==> config.mk <==
export PLATFORM = sky130hd
export DESIGN_NAME = mshr_top
export DESIGN_NICKNAME = d
export VERILOG_FILES = /design/src/hw/mshr_pkg.sv /design/src/hw/mshr_rr_arb.sv /design/src/hw/mshr_alloc_ctrl.sv /design/src/hw/mshr_entry.sv /design/src/hw/mshr_top.sv
export VERILOG_INCLUDE_DIRS = /design/src /design/src/include
export SDC_FILE = /design/constraint.sdc
export NUM_CORES = 1
export LEC_CHECK = 0
export BUFFER_PORTS_ARGS = -buffer_cell sky130_fd_sc_hd__buf_2
export CAP_MARGIN = 0
export CORE_UTILIZATION = 55
export CTS_BUF_LIST = sky130_fd_sc_hd__clkbuf_4
export DETAILED_ROUTE_END_ITERATION = 12
export PLACE_DENSITY = 0.76
export SYNTH_ARGS = -nofsm -noshare
export SYNTH_HDL_FRONTEND = slang
export SYNTH_SLANG_ARGS = --single-unit
==> constraint.sdc <==
create_clock -name clk -period 6.19 [get_ports clk]
set_input_delay 0.3095 -clock clk [delete_from_list [all_inputs] [get_ports clk]]
set_output_delay 0.3095 -clock clk [all_outputs]
set_load 0.1 [all_outputs]
==> src/include/mshr_params.svh <==
`ifndef MSHR_PARAMS_SVH
`define MSHR_PARAMS_SVH

// ========================================
// MSHR sizing
// ========================================

// number of outstanding miss entries
`define MSHR_ENTRY_NUM   4

// cache address fields
`define MSHR_INDEX_W     6
`define MSHR_TAG_W       12

// way select into the data RAM
`define MSHR_WAY_W       2

// data RAM beats needed to read out one victim line
`define MSHR_EVICT_BEATS 4

`endif

==> src/hw/mshr_pkg.sv <==
`default_nettype none

`include "mshr_params.svh"

package mshr_pkg;

    // data RAM operation codes
    typedef enum logic [1:0] {
        READ  = 2'd0,
        WRITE = 2'd1,
        EVICT = 2'd2
    } mshr_op_e;

    typedef logic [$clog2(`MSHR_ENTRY_NUM)-1:0]   entry_id_t;
    typedef logic [$clog2(`MSHR_EVICT_BEATS)-1:0] beat_t;

    // request accepted from the cache pipeline, op is READ or WRITE
    typedef struct packed {
        mshr_op_e                 op;
        logic [`MSHR_INDEX_W-1:0] index;
        logic [`MSHR_TAG_W-1:0]   tag;
        logic [`MSHR_TAG_W-1:0]   victim_tag;
        logic [`MSHR_WAY_W-1:0]   way;
        logic                     need_evict;
        logic                     need_linefill;
    } mshr_req_t;

    // data RAM request, tag carries the victim tag on EVICT beats
    typedef struct packed {
        mshr_op_e                 op;
        entry_id_t                entry_id;
        logic [`MSHR_INDEX_W-1:0] index;
        logic [`MSHR_WAY_W-1:0]   way;
        logic [`MSHR_TAG_W-1:0]   tag;
        beat_t                    beat;
        logic                     last;
    } ram_req_t;

    // downstream linefill request
    typedef struct packed {
        entry_id_t                entry_id;
        logic [`MSHR_TAG_W-1:0]   tag;
        logic [`MSHR_INDEX_W-1:0] index;
        logic [`MSHR_WAY_W-1:0]   way;
    } ds_req_t;

endpackage

`default_nettype wire

==> src/hw/mshr_rr_arb.sv <==
`timescale 1ns/1ps
`default_nettype none

module mshr_rr_arb #(
    parameter int N      = 4,
    parameter type PLD_T = logic
) (
    input  logic         clk,
    input  logic         rst_n,
    input  logic [N-1:0] in_vld,
    output logic [N-1:0] in_rdy,
    input  PLD_T         in_pld [N],
    output logic         out_vld,
    input  logic         out_rdy,
    output PLD_T         out_pld
);
    localparam int IDX_W = (N > 1) ? $clog2(N) : 1;

    logic [IDX_W-1:0] ptr;
    logic [IDX_W-1:0] rr_idx;
    logic [IDX_W-1:0] gnt_idx;
    logic [IDX_W-1:0] lock_idx;
    logic             rr_found;
    logic             lock;

    // first valid requester at or after the pointer
    always_comb begin
        rr_found = 1'b0;
        rr_idx   = ptr;
        for (int k = 0; k < N; k++) begin
            if (!rr_found && in_vld[(int'(ptr) + k) % N]) begin
                rr_found = 1'b1;
                rr_idx   = IDX_W'((int'(ptr) + k) % N);
            end
        end
    end

    // stalled grant is held, its requester keeps valid high
    assign gnt_idx = lock ? lock_idx : rr_idx;
    assign out_vld = |in_vld;
    assign out_pld = in_pld[gnt_idx];

    always_comb begin
        for (int i = 0; i < N; i++) begin
            in_rdy[i] = out_vld && out_rdy && (gnt_idx == IDX_W'(i));
        end
    end

    always_ff @(posedge clk or negedge rst_n) begin
        if (!rst_n) begin
            lock     <= 1'b0;
            lock_idx <= '0;
        end else if (out_vld && !out_rdy) begin
            lock     <= 1'b1;
            lock_idx <= gnt_idx;
        end else if (out_vld && out_rdy) begin
            lock     <= 1'b0;
        end
    end

    // pointer moves past the winner on each transfer
    always_ff @(posedge clk or negedge rst_n) begin
        if (!rst_n) begin
            ptr <= '0;
        end else if (out_vld && out_rdy) begin
            ptr <= IDX_W'((int'(gnt_idx) + 1) % N);
        end
    end

endmodule

`default_nettype wire

==> src/hw/mshr_alloc_ctrl.sv <==
`timescale 1ns/1ps
`default_nettype none

`include "mshr_params.svh"

module mshr_alloc_ctrl (
    input  logic                          clk,
    input  logic                          rst_n,
    input  logic                          req_vld,
    output logic                          req_rdy,
    input  mshr_pkg::mshr_req_t           req_pld,
    input  logic [`MSHR_ENTRY_NUM-1:0]    busy,
    input  logic [`MSHR_INDEX_W-1:0]      entry_index [`MSHR_ENTRY_NUM],
    input  logic [`MSHR_ENTRY_NUM-1:0]    release_vec,
    output logic [`MSHR_ENTRY_NUM-1:0]    alloc_en,
    output logic [`MSHR_ENTRY_NUM-1:0]    alloc_hzd_bitmap,
    output logic                          release_vld,
    output mshr_pkg::entry_id_t           release_id
);
    import mshr_pkg::*;

    logic      free_found;
    entry_id_t free_id;
    entry_id_t rel_id_nxt;

    // ========================================
    // allocation
    // ========================================

    assign req_rdy = ~&busy;

    // lowest numbered free entry wins
    always_comb begin
        free_found = 1'b0;
        free_id    = '0;
        for (int i = 0; i < `MSHR_ENTRY_NUM; i++) begin
            if (!free_found && !busy[i]) begin
                free_found = 1'b1;
                free_id    = entry_id_t'(i);
            end
        end
    end

    always_comb begin
        alloc_en = '0;
        if (req_vld && req_rdy) begin
            alloc_en[free_id] = 1'b1;
        end
    end

    // older entries on the same set, minus the one leaving this cycle
    always_comb begin
        for (int i = 0; i < `MSHR_ENTRY_NUM; i++) begin
            alloc_hzd_bitmap[i] = busy[i] && !release_vec[i] &&
                                  (entry_index[i] == req_pld.index);
        end
    end

    // ========================================
    // release encoding
    // ========================================

    // at most one entry releases per cycle since ram_done is addressed
    always_comb begin
        rel_id_nxt = '0;
        for (int i = 0; i < `MSHR_ENTRY_NUM; i++) begin
            if (release_vec[i]) begin
                rel_id_nxt = entry_id_t'(i);
            end
        end
    end

    always_ff @(posedge clk or negedge rst_n) begin
        if (!rst_n) begin
            release_vld <= 1'b0;
            release_id  <= '0;
        end else begin
            release_vld <= |release_vec;
            release_id  <= rel_id_nxt;
        end
    end

endmodule

`default_nettype wire

==> src/hw/mshr_entry.sv <==
`timescale 1ns/1ps
`default_nettype none

`include "mshr_params.svh"

module mshr_entry #(
    parameter int unsigned ENTRY_ID = 0
) (
    input  logic                          clk,
    input  logic                          rst_n,
    input  logic                          alloc_en,
    input  mshr_pkg::mshr_req_t           alloc_req,
    input  logic [`MSHR_ENTRY_NUM-1:0]    alloc_hzd_bitmap,
    input  logic [`MSHR_ENTRY_NUM-1:0]    release_vec,
    input  logic                          linefill_done,
    input  mshr_pkg::entry_id_t           linefill_done_id,
    input  logic                          ram_done,
    input  mshr_pkg::entry_id_t           ram_done_id,
    output logic                          busy,
    output logic [`MSHR_INDEX_W-1:0]      entry_index,
    output logic                          ram_req_vld,
    input  logic                          ram_req_rdy,
    output mshr_pkg::ram_req_t            ram_req_pld,
    output logic                          ds_req_vld,
    input  logic                          ds_req_rdy,
    output mshr_pkg::ds_req_t             ds_req_pld,
    output logic                          release_en
);
    import mshr_pkg::*;

    localparam entry_id_t MY_ID     = entry_id_t'(ENTRY_ID);
    localparam beat_t     LAST_BEAT = beat_t'(`MSHR_EVICT_BEATS - 1);

    mshr_req_t                   req_q;
    logic [`MSHR_ENTRY_NUM-1:0]  hzd_bitmap;
    logic                        hazard_free;
    logic                        evict_pend;
    beat_t                       beat_cnt;
    logic                        ds_pend;
    logic                        lf_wait;
    logic                        rw_pend;
    logic                        need_fill;
    logic                        ram_hs;
    logic                        ds_hs;

    assign need_fill = alloc_req.need_evict || alloc_req.need_linefill;
    assign ram_hs    = ram_req_vld && ram_req_rdy;
    assign ds_hs     = ds_req_vld && ds_req_rdy;

    // request captured at allocation
    always_ff @(posedge clk) begin
        if (alloc_en) begin
            req_q <= alloc_req;
        end
    end

    assign entry_index = req_q.index;

    always_ff @(posedge clk or negedge rst_n) begin
        if (!rst_n) begin
            busy <= 1'b0;
        end else if (alloc_en) begin
            busy <= 1'b1;
        end else if (release_en) begin
            busy <= 1'b0;
        end
    end

    // ========================================
    // hazard wait
    // ========================================

    // drops older same-index entries as they leave
    always_ff @(posedge clk or negedge rst_n) begin
        if (!rst_n) begin
            hzd_bitmap <= '0;
        end else if (alloc_en) begin
            hzd_bitmap <= alloc_hzd_bitmap;
        end else begin
            hzd_bitmap <= hzd_bitmap & ~release_vec;
        end
    end

    // stays set until this entry releases
    always_ff @(posedge clk or negedge rst_n) begin
        if (!rst_n) begin
            hazard_free <= 1'b0;
        end else if (alloc_en || release_en) begin
            hazard_free <= 1'b0;
        end else if (busy && ((hzd_bitmap & ~release_vec) == '0)) begin
            hazard_free <= 1'b1;
        end
    end

    // ========================================
    // progress flags
    // ========================================

    // evict beats go first on the RAM bus
    always_ff @(posedge clk or negedge rst_n) begin
        if (!rst_n) begin
            evict_pend <= 1'b0;
            beat_cnt   <= '0;
        end else if (alloc_en) begin
            evict_pend <= alloc_req.need_evict;
            beat_cnt   <= '0;
        end else if (ram_hs && evict_pend) begin
            evict_pend <= (beat_cnt != LAST_BEAT);
            beat_cnt   <= beat_cnt + 1'b1;
        end
    end

    always_ff @(posedge clk or negedge rst_n) begin
        if (!rst_n) begin
            ds_pend <= 1'b0;
        end else if (alloc_en) begin
            ds_pend <= need_fill;
        end else if (ds_hs) begin
            ds_pend <= 1'b0;
        end
    end

    always_ff @(posedge clk or negedge rst_n) begin
        if (!rst_n) begin
            lf_wait <= 1'b0;
        end else if (alloc_en) begin
            lf_wait <= need_fill;
        end else if (linefill_done && (linefill_done_id == MY_ID) && !ds_pend) begin
            lf_wait <= 1'b0;
        end
    end

    // the read or write itself
    always_ff @(posedge clk or negedge rst_n) begin
        if (!rst_n) begin
            rw_pend <= 1'b0;
        end else if (alloc_en) begin
            rw_pend <= 1'b1;
        end else if (ram_hs && !evict_pend) begin
            rw_pend <= 1'b0;
        end
    end

    // ram_done addressed here closes the transaction
    assign release_en = busy && !rw_pend && ram_done && (ram_done_id == MY_ID);

    // ========================================
    // request generation
    // ========================================

    assign ram_req_vld = hazard_free &&
                         (evict_pend || (rw_pend && !ds_pend && !lf_wait));

    always_comb begin
        ram_req_pld          = '0;
        ram_req_pld.entry_id = MY_ID;
        ram_req_pld.index    = req_q.index;
        ram_req_pld.way      = req_q.way;
        if (evict_pend) begin
            ram_req_pld.op   = EVICT;
            ram_req_pld.tag  = req_q.victim_tag;
            ram_req_pld.beat = beat_cnt;
            ram_req_pld.last = (beat_cnt == LAST_BEAT);
        end else begin
            ram_req_pld.op   = req_q.op;
            ram_req_pld.tag  = req_q.tag;
            ram_req_pld.beat = '0;
            ram_req_pld.last = 1'b1;
        end
    end

    // linefill waits for the last evict beat to be taken
    assign ds_req_vld = hazard_free && ds_pend && !evict_pend;

    assign ds_req_pld.entry_id = MY_ID;
    assign ds_req_pld.tag      = req_q.tag;
    assign ds_req_pld.index    = req_q.index;
    assign ds_req_pld.way      = req_q.way;

endmodule

`default_nettype wire

==> src/hw/mshr_top.sv <==
`timescale 1ns/1ps
`default_nettype none

`include "mshr_params.svh"

module mshr_top (
    input  logic                  clk,
    input  logic                  rst_n,
    // request in
    input  logic                  req_vld,
    output logic                  req_rdy,
    input  mshr_pkg::mshr_req_t   req_pld,
    // data RAM
    output logic                  ram_req_vld,
    input  logic                  ram_req_rdy,
    output mshr_pkg::ram_req_t    ram_req_pld,
    // downstream linefill
    output logic                  ds_req_vld,
    input  logic                  ds_req_rdy,
    output mshr_pkg::ds_req_t     ds_req_pld,
    // completion pulses
    input  logic                  linefill_done,
    input  mshr_pkg::entry_id_t   linefill_done_id,
    input  logic                  ram_done,
    input  mshr_pkg::entry_id_t   ram_done_id,
    output logic                  release_vld,
    output mshr_pkg::entry_id_t   release_id
);
    import mshr_pkg::*;

    logic [`MSHR_ENTRY_NUM-1:0] busy;
    logic [`MSHR_ENTRY_NUM-1:0] release_vec;
    logic [`MSHR_ENTRY_NUM-1:0] alloc_en;
    logic [`MSHR_ENTRY_NUM-1:0] alloc_hzd_bitmap;
    logic [`MSHR_INDEX_W-1:0]   entry_index [`MSHR_ENTRY_NUM];

    logic [`MSHR_ENTRY_NUM-1:0] ent_ram_vld;
    logic [`MSHR_ENTRY_NUM-1:0] ent_ram_rdy;
    ram_req_t                   ent_ram_pld [`MSHR_ENTRY_NUM];
    logic [`MSHR_ENTRY_NUM-1:0] ent_ds_vld;
    logic [`MSHR_ENTRY_NUM-1:0] ent_ds_rdy;
    ds_req_t                    ent_ds_pld [`MSHR_ENTRY_NUM];

    // ========================================
    // allocator
    // ========================================

    mshr_alloc_ctrl u_alloc_ctrl (
        .clk              (clk),
        .rst_n            (rst_n),
        .req_vld          (req_vld),
        .req_rdy          (req_rdy),
        .req_pld          (req_pld),
        .busy             (busy),
        .entry_index      (entry_index),
        .release_vec      (release_vec),
        .alloc_en         (alloc_en),
        .alloc_hzd_bitmap (alloc_hzd_bitmap),
        .release_vld      (release_vld),
        .release_id       (release_id)
    );

    // ========================================
    // entries
    // ========================================

    for (genvar g = 0; g < `MSHR_ENTRY_NUM; g++) begin : g_entry
        mshr_entry #(
            .ENTRY_ID (g)
        ) u_entry (
            .clk              (clk),
            .rst_n            (rst_n),
            .alloc_en         (alloc_en[g]),
            .alloc_req        (req_pld),
            .alloc_hzd_bitmap (alloc_hzd_bitmap),
            .release_vec      (release_vec),
            .linefill_done    (linefill_done),
            .linefill_done_id (linefill_done_id),
            .ram_done         (ram_done),
            .ram_done_id      (ram_done_id),
            .busy             (busy[g]),
            .entry_index      (entry_index[g]),
            .ram_req_vld      (ent_ram_vld[g]),
            .ram_req_rdy      (ent_ram_rdy[g]),
            .ram_req_pld      (ent_ram_pld[g]),
            .ds_req_vld       (ent_ds_vld[g]),
            .ds_req_rdy       (ent_ds_rdy[g]),
            .ds_req_pld       (ent_ds_pld[g]),
            .release_en       (release_vec[g])
        );
    end

    // ========================================
    // shared bus arbiters
    // ========================================

    mshr_rr_arb #(
        .N     (`MSHR_ENTRY_NUM),
        .PLD_T (ram_req_t)
    ) u_ram_arb (
        .clk     (clk),
        .rst_n   (rst_n),
        .in_vld  (ent_ram_vld),
        .in_rdy  (ent_ram_rdy),
        .in_pld  (ent_ram_pld),
        .out_vld (ram_req_vld),
        .out_rdy (ram_req_rdy),
        .out_pld (ram_req_pld)
    );

    mshr_rr_arb #(
        .N     (`MSHR_ENTRY_NUM),
        .PLD_T (ds_req_t)
    ) u_ds_arb (
        .clk     (clk),
        .rst_n   (rst_n),
        .in_vld  (ent_ds_vld),
        .in_rdy  (ent_ds_rdy),
        .in_pld  (ent_ds_pld),
        .out_vld (ds_req_vld),
        .out_rdy (ds_req_rdy),
        .out_pld (ds_req_pld)
    );

endmodule

`default_nettype wire

Word level (Yosys, flattened, before mapping)
Index checks and enable logic that the tools add are counted.

cells by class
  add/subtract/negate cells = 12
  magnitude comparators = 12
  equal/unequal tests = 24
  mux-type cells = 126
  bitwise operators = 13
  reduce and logical (&&, ||, !) cells = 178

operators with widths
  cell                                                  count
  logical AND 1 bit                                     91
  2-to-1 mux 1 bit                                      78
  2-to-1 mux 15 bit                                     4
  binary-select mux 27 bit (select 2 bit)               1
  2-to-1 mux 27 bit                                     2
  nonzero test 2 bit                                    26
  2-to-1 mux 2 bit                                      24
  binary-select mux 22 bit (select 2 bit)               1
  2-to-1 mux 22 bit                                     2
  logical NOT 1 bit                                     34
  equality test 2 bit (second input constant)           12
  equality test 6 bit                                   4
  < comparator 3 x 4 -> 1 bit (second input constant)   6
  2-to-1 mux 4 bit                                      5
  adder 2 x 1 -> 2 bit (second input constant)          8
  bitwise AND 4 bit                                     4
  binary-select mux 1 bit (select 2 bit)                8
  logical NOT 4 bit                                     4
  OR reduction 2 bit                                    6
  OR reduction 4 bit                                    3
  logical OR 1 bit                                      9
  < comparator 2 x 3 -> 1 bit (second input constant)   3
  adder 2 bit (second input constant)                   4
  equality test 2 x 1 -> 1 bit (second input constant)  4
  9 further kinds                                       22

word-level totals
  register bits after elaboration = 197
  input bits = 47
  output and inout bits = 55
  logic and storage cells = 425

Logic depth before layout (Yosys ltp)
  word-level depth = 24
  gate-level depth with buffers = 10
  depth with buffers taken out = 8

Modules after synthesis
Synthesis repeated with hierarchy kept, for this count alone.

unflattened totals
  cell total of the unflattened synthesis = 906
  area, all modules = 11,162.0 sq um

modules (own cells, without submodules)
  module                               times used  cells each  area each (sq um)  seq. area each (sq um)
  mshr_entry (g_entry[1].u_entry ...)  2           152         2,063.2            1,321.3
  mshr_entry (g_entry[0].u_entry)      1           148         2,068.2            1,321.3
  mshr_entry (g_entry[3].u_entry)      1           148         2,053.2            1,321.3
  mshr_rr_arb (u_ram_arb)              1           137         1,303.8            125.1
  mshr_rr_arb (u_ds_arb)               1           119         1,154.9            125.1
  mshr_alloc_ctrl                      1           50          455.4              75.1

Worst setup path after synthesis
No wires, ideal clock.

  kind = reg2out
  start = reg g_entry[3].u_entry.ds_pend
  end = out ram_req_pld[17] (netlist bit)
  arrival = 3,710 ps
  required time = 5,880 ps
  slack = 2,171 ps
  cell stages (with the launch flop) = 10
  buffers on the path = 2
  cells stage by stage = dfrtp_1 > nor3b_2 > o21a_2 > a211oi_1 > o41a_2 > inv_2 > buf_4 > buf_4 > nand2_1 > a31oi_1

RTL lines
  element                 RTL line           source
  start, declared         mshr_entry.sv:39   logic ds_pend;
  start signal, assigned  mshr_entry.sv:117  ds_pend <= need_fill;
  end, declared           mshr_top.sv:16     output mshr_pkg::ram_req_t ram_req_pld,

==> metrics.txt <==
Post-synth EDFFs=136; Final Hold Fails=0; largest cells by area after synthesis=edfxtp_1 43%, dfrtp_1 16%, mux2i_1 10%, nand2_1 4.5%, o21ai_0 2.2%; Yosys cell types=71; Yosys reg bits=~200; antenna viol nets, final=0; number of cell rows=47; fraction of layout cells with a size suffix above 1=19.0%; grt ovf=0; GP Congestion=~0.83; initial core utilization=56.8%; I/O Buffers=101; Final nets=955; setup violators final=0; worst path bufs/invs=2; CTS tree=built; fin crit share=76.4%; critical path capture point type=output port; Vias=6,959; YS warnings=0; Worst-Skew Late Latency=0.58 ns; WS Path Type=flop to output port; Max Freq=0.212 GHz; syn_area_per_cell=12.1 um2; flop-to-flop setup slack=2.64 ns; Slew Limit Headroom=around 28%; vias in the first global route=~6,800; CP max-delay cell=dfrtp_1; clk root buf=clkbuf_4; Yosys top cell by area=edfxtp_1; n_diodes=0; layout overhead on the synthesized area=13.5%; vias per inst=just over 6; most frequent cell after synthesis=edfxtp_1; largest net degree at the start of global routing=between 60 and 70; crit-path leading delay family=compound AO/OA/AOI/OAI gates; crit-path max FO=25; CP max stage delay=between 1 and 1.5 ns; Critical Path, Cell by Cell=nand3b_1 -> o21ai_0 -> a22oi_1 -> o21ai_0 -> o21ai_4 -> buf_12 -> mux2i_1 -> mux2i_1 -> buf_2; DRC=0; Hold EP=g_entry[2].u_entry.entry_index[3]; Pre-antenna DRT Iters=5; RSZ-0062 raised after global routing=no; hold buffers post-CTS=30; fillers=1,306; Die H=133 um; Finished Layout Cells=1,137; # resized after CTS=0; Num CTS Buffers=17; Inst Count DP=1,072; Final min period=approximately 4.7 ns; Worst Hold Launch=req_pld[31]; Crit path arrival time=4.42 ns; status=complete, no violations; worst min-delay path class=input port to flop; hold depth=1; Clock Skews=0.0246 ns; Clk pin slew, worst setup/hold paths=~0.15 ns; Routed wire per std cell=~21 um; commonest cells in the netlist=136 x edfxtp_1, 113 x nand2_1, 97 x mux2i_1; CTS Buffer Depth=2; worst path required time=approximately 5.9 ns; I/O pin total=102; Worst R2R End=g_entry[2].u_entry.ds_pend; Worst-Margin Slew=1.08 ns; DP Wirelength=15,100 um; initial antenna violation count=0; Die ar.=between 15,000 and 20,000 um2; synthesized area=9480 um2; final setup TNS=0 ns; Core Region=16,700 um2; CP Launch Type=flop; Async S/R FF share, synth=31.0%; H-Tree Level Count=4; Yosys top cell area share=43.1%; Mapped Nets=836; Slew Limit Fails=0; Top FF cell, synth=edfxtp_1; Max-Cap Viols=0; Gate Count Post-Synth=785; register area share after synthesis=59.2%; depth of the most critical reg-to-reg path=8; Sink Count=197; r2r startpoint=g_entry[1].u_entry.evict_pend; Total Wirelength=23,500 um; first-pass GRT wire length=37,100 um; setup bufs post-CTS=0; die width=roughly 130 um; initial drt markers=632; GR Util All Layers=between 20 and 30%
## flip-flops by register name, indices dropped and copies added (netlist names)
signal,cells
g_entry.u_entry.ds_req_pld,56
g_entry.u_entry.busy,4
g_entry.u_entry.hzd_bitmap,16
u_ram_arb.lock_idx,2
u_ds_arb.lock,1
u_ram_arb.ptr,2
g_entry.u_entry.hazard_free,4
g_entry.u_entry.evict_pend,4
g_entry.u_entry.ds_pend,4
u_ds_arb.lock_idx,2
g_entry.u_entry.entry_index,24
g_entry.u_entry.rw_pend,4
g_entry.u_entry.req_q,56
u_ds_arb.ptr,2
u_alloc_ctrl.release_id,2
g_entry.u_entry.lf_wait,4
u_ram_arb.lock,1
g_entry.u_entry.beat_cnt,8
u_alloc_ctrl.release_vld,1
## worst max-delay path by stage
stage | start | end | slack (ns) | cells past startpoint
final | g_entry[1].u_entry.evict_pend | ds_req_pld[4] | 1.46 | 9
after floorplan | g_entry[3].u_entry.ds_pend | ram_req_pld[17] | 2.17 | 9
after detailed placement | g_entry[1].u_entry.evict_pend | ds_req_pld[4] | 2.16 | 9
after CTS | g_entry[1].u_entry.evict_pend | ds_req_pld[4] | 1.51 | 9
after global placement | g_entry[1].u_entry.evict_pend | ds_req_pld[4] | 2.25 | 9
after global routing | g_entry[1].u_entry.evict_pend | ds_req_pld[4] | 1.25 | 9
## routing by layer
metal	part of all wire (%)	global-route usage [%]	vias up	routed length [um]
met4	1.5	8.21	0	342
met5	0	0	-	0
met2	48	44.0	324	11300
met3	7.1	5.44	31	1680
li1	-	-	3177	-
met1	43	38.3	3427	10100
## layout by cell type (no fill, tap or decap), types with 11 or more instances in the layout
cell and count:
xnor2_1 17, nand4_1 14, a21oi_1 19, o21ai_0 41
nand2_1 113, nand3_1 39, nor2_1 24, dlygate4sd3_1 33
a31oi_1 11, mux2i_1 97, nand3b_1 11, clkbuf_4 17
edfxtp_1 136, and3_1 17, buf_2 101, dfrtp_1 61
## layout make-up
| cell class | instances | area [um2] | share of cell area [%] |
|---|---|---|---|
| Clock buffer | 17 | 128 | 1.19 |
| Clock inverter | 15 | 156 | 1.45 |
| Inverter | 11 | 41.3 | 0.383 |
| Multi-Input combinational cell | 532 | 3620 | 33.7 |
| Sequential cell | 197 | 5610 | 52.1 |
| Tap cell | 220 | 275 | 2.56 |
| Timing Repair Buffer | 145 | 931 | 8.65 |
## metrics by stage
| step | area, um2 | setup WS, ns | util, % | hold WS, ns |
|---|---|---|---|---|
| 6_report | 10800 | 1.46 | 64.5 | 0.0635 |
| 5_1_grt | 10800 | 1.25 | 64.5 | 0.00238 |
| 4_1_cts | 10700 | 1.51 | 64.3 | 0.00714 |
| 3_5_place_dp | 10200 | 2.16 | 60.8 | 0.487 |
| 3_3_place_gp | 10200 | 2.25 | 60.8 | 0.484 |
| 2_1_floorplan | 9480 | 2.17 | - | 0.0139 |
## cells by family (layout without fill, tap and decap cells)
logic type      count (synthesis)  count (layout)  synth area share, %
compound gates                137             137                 10.1
simple gates                  261             261                 13.9
fa+ha+maj                       4               4                0.528
buf+inv                        56             188                 2.88
xor+xnor                       25              25                 2.31
mux                           105             105                 11.2
flops                         197             197                 59.2
Power is not shown: default switching activity piles up to over one toggle a cycle in this logic, so the estimate is an artifact.
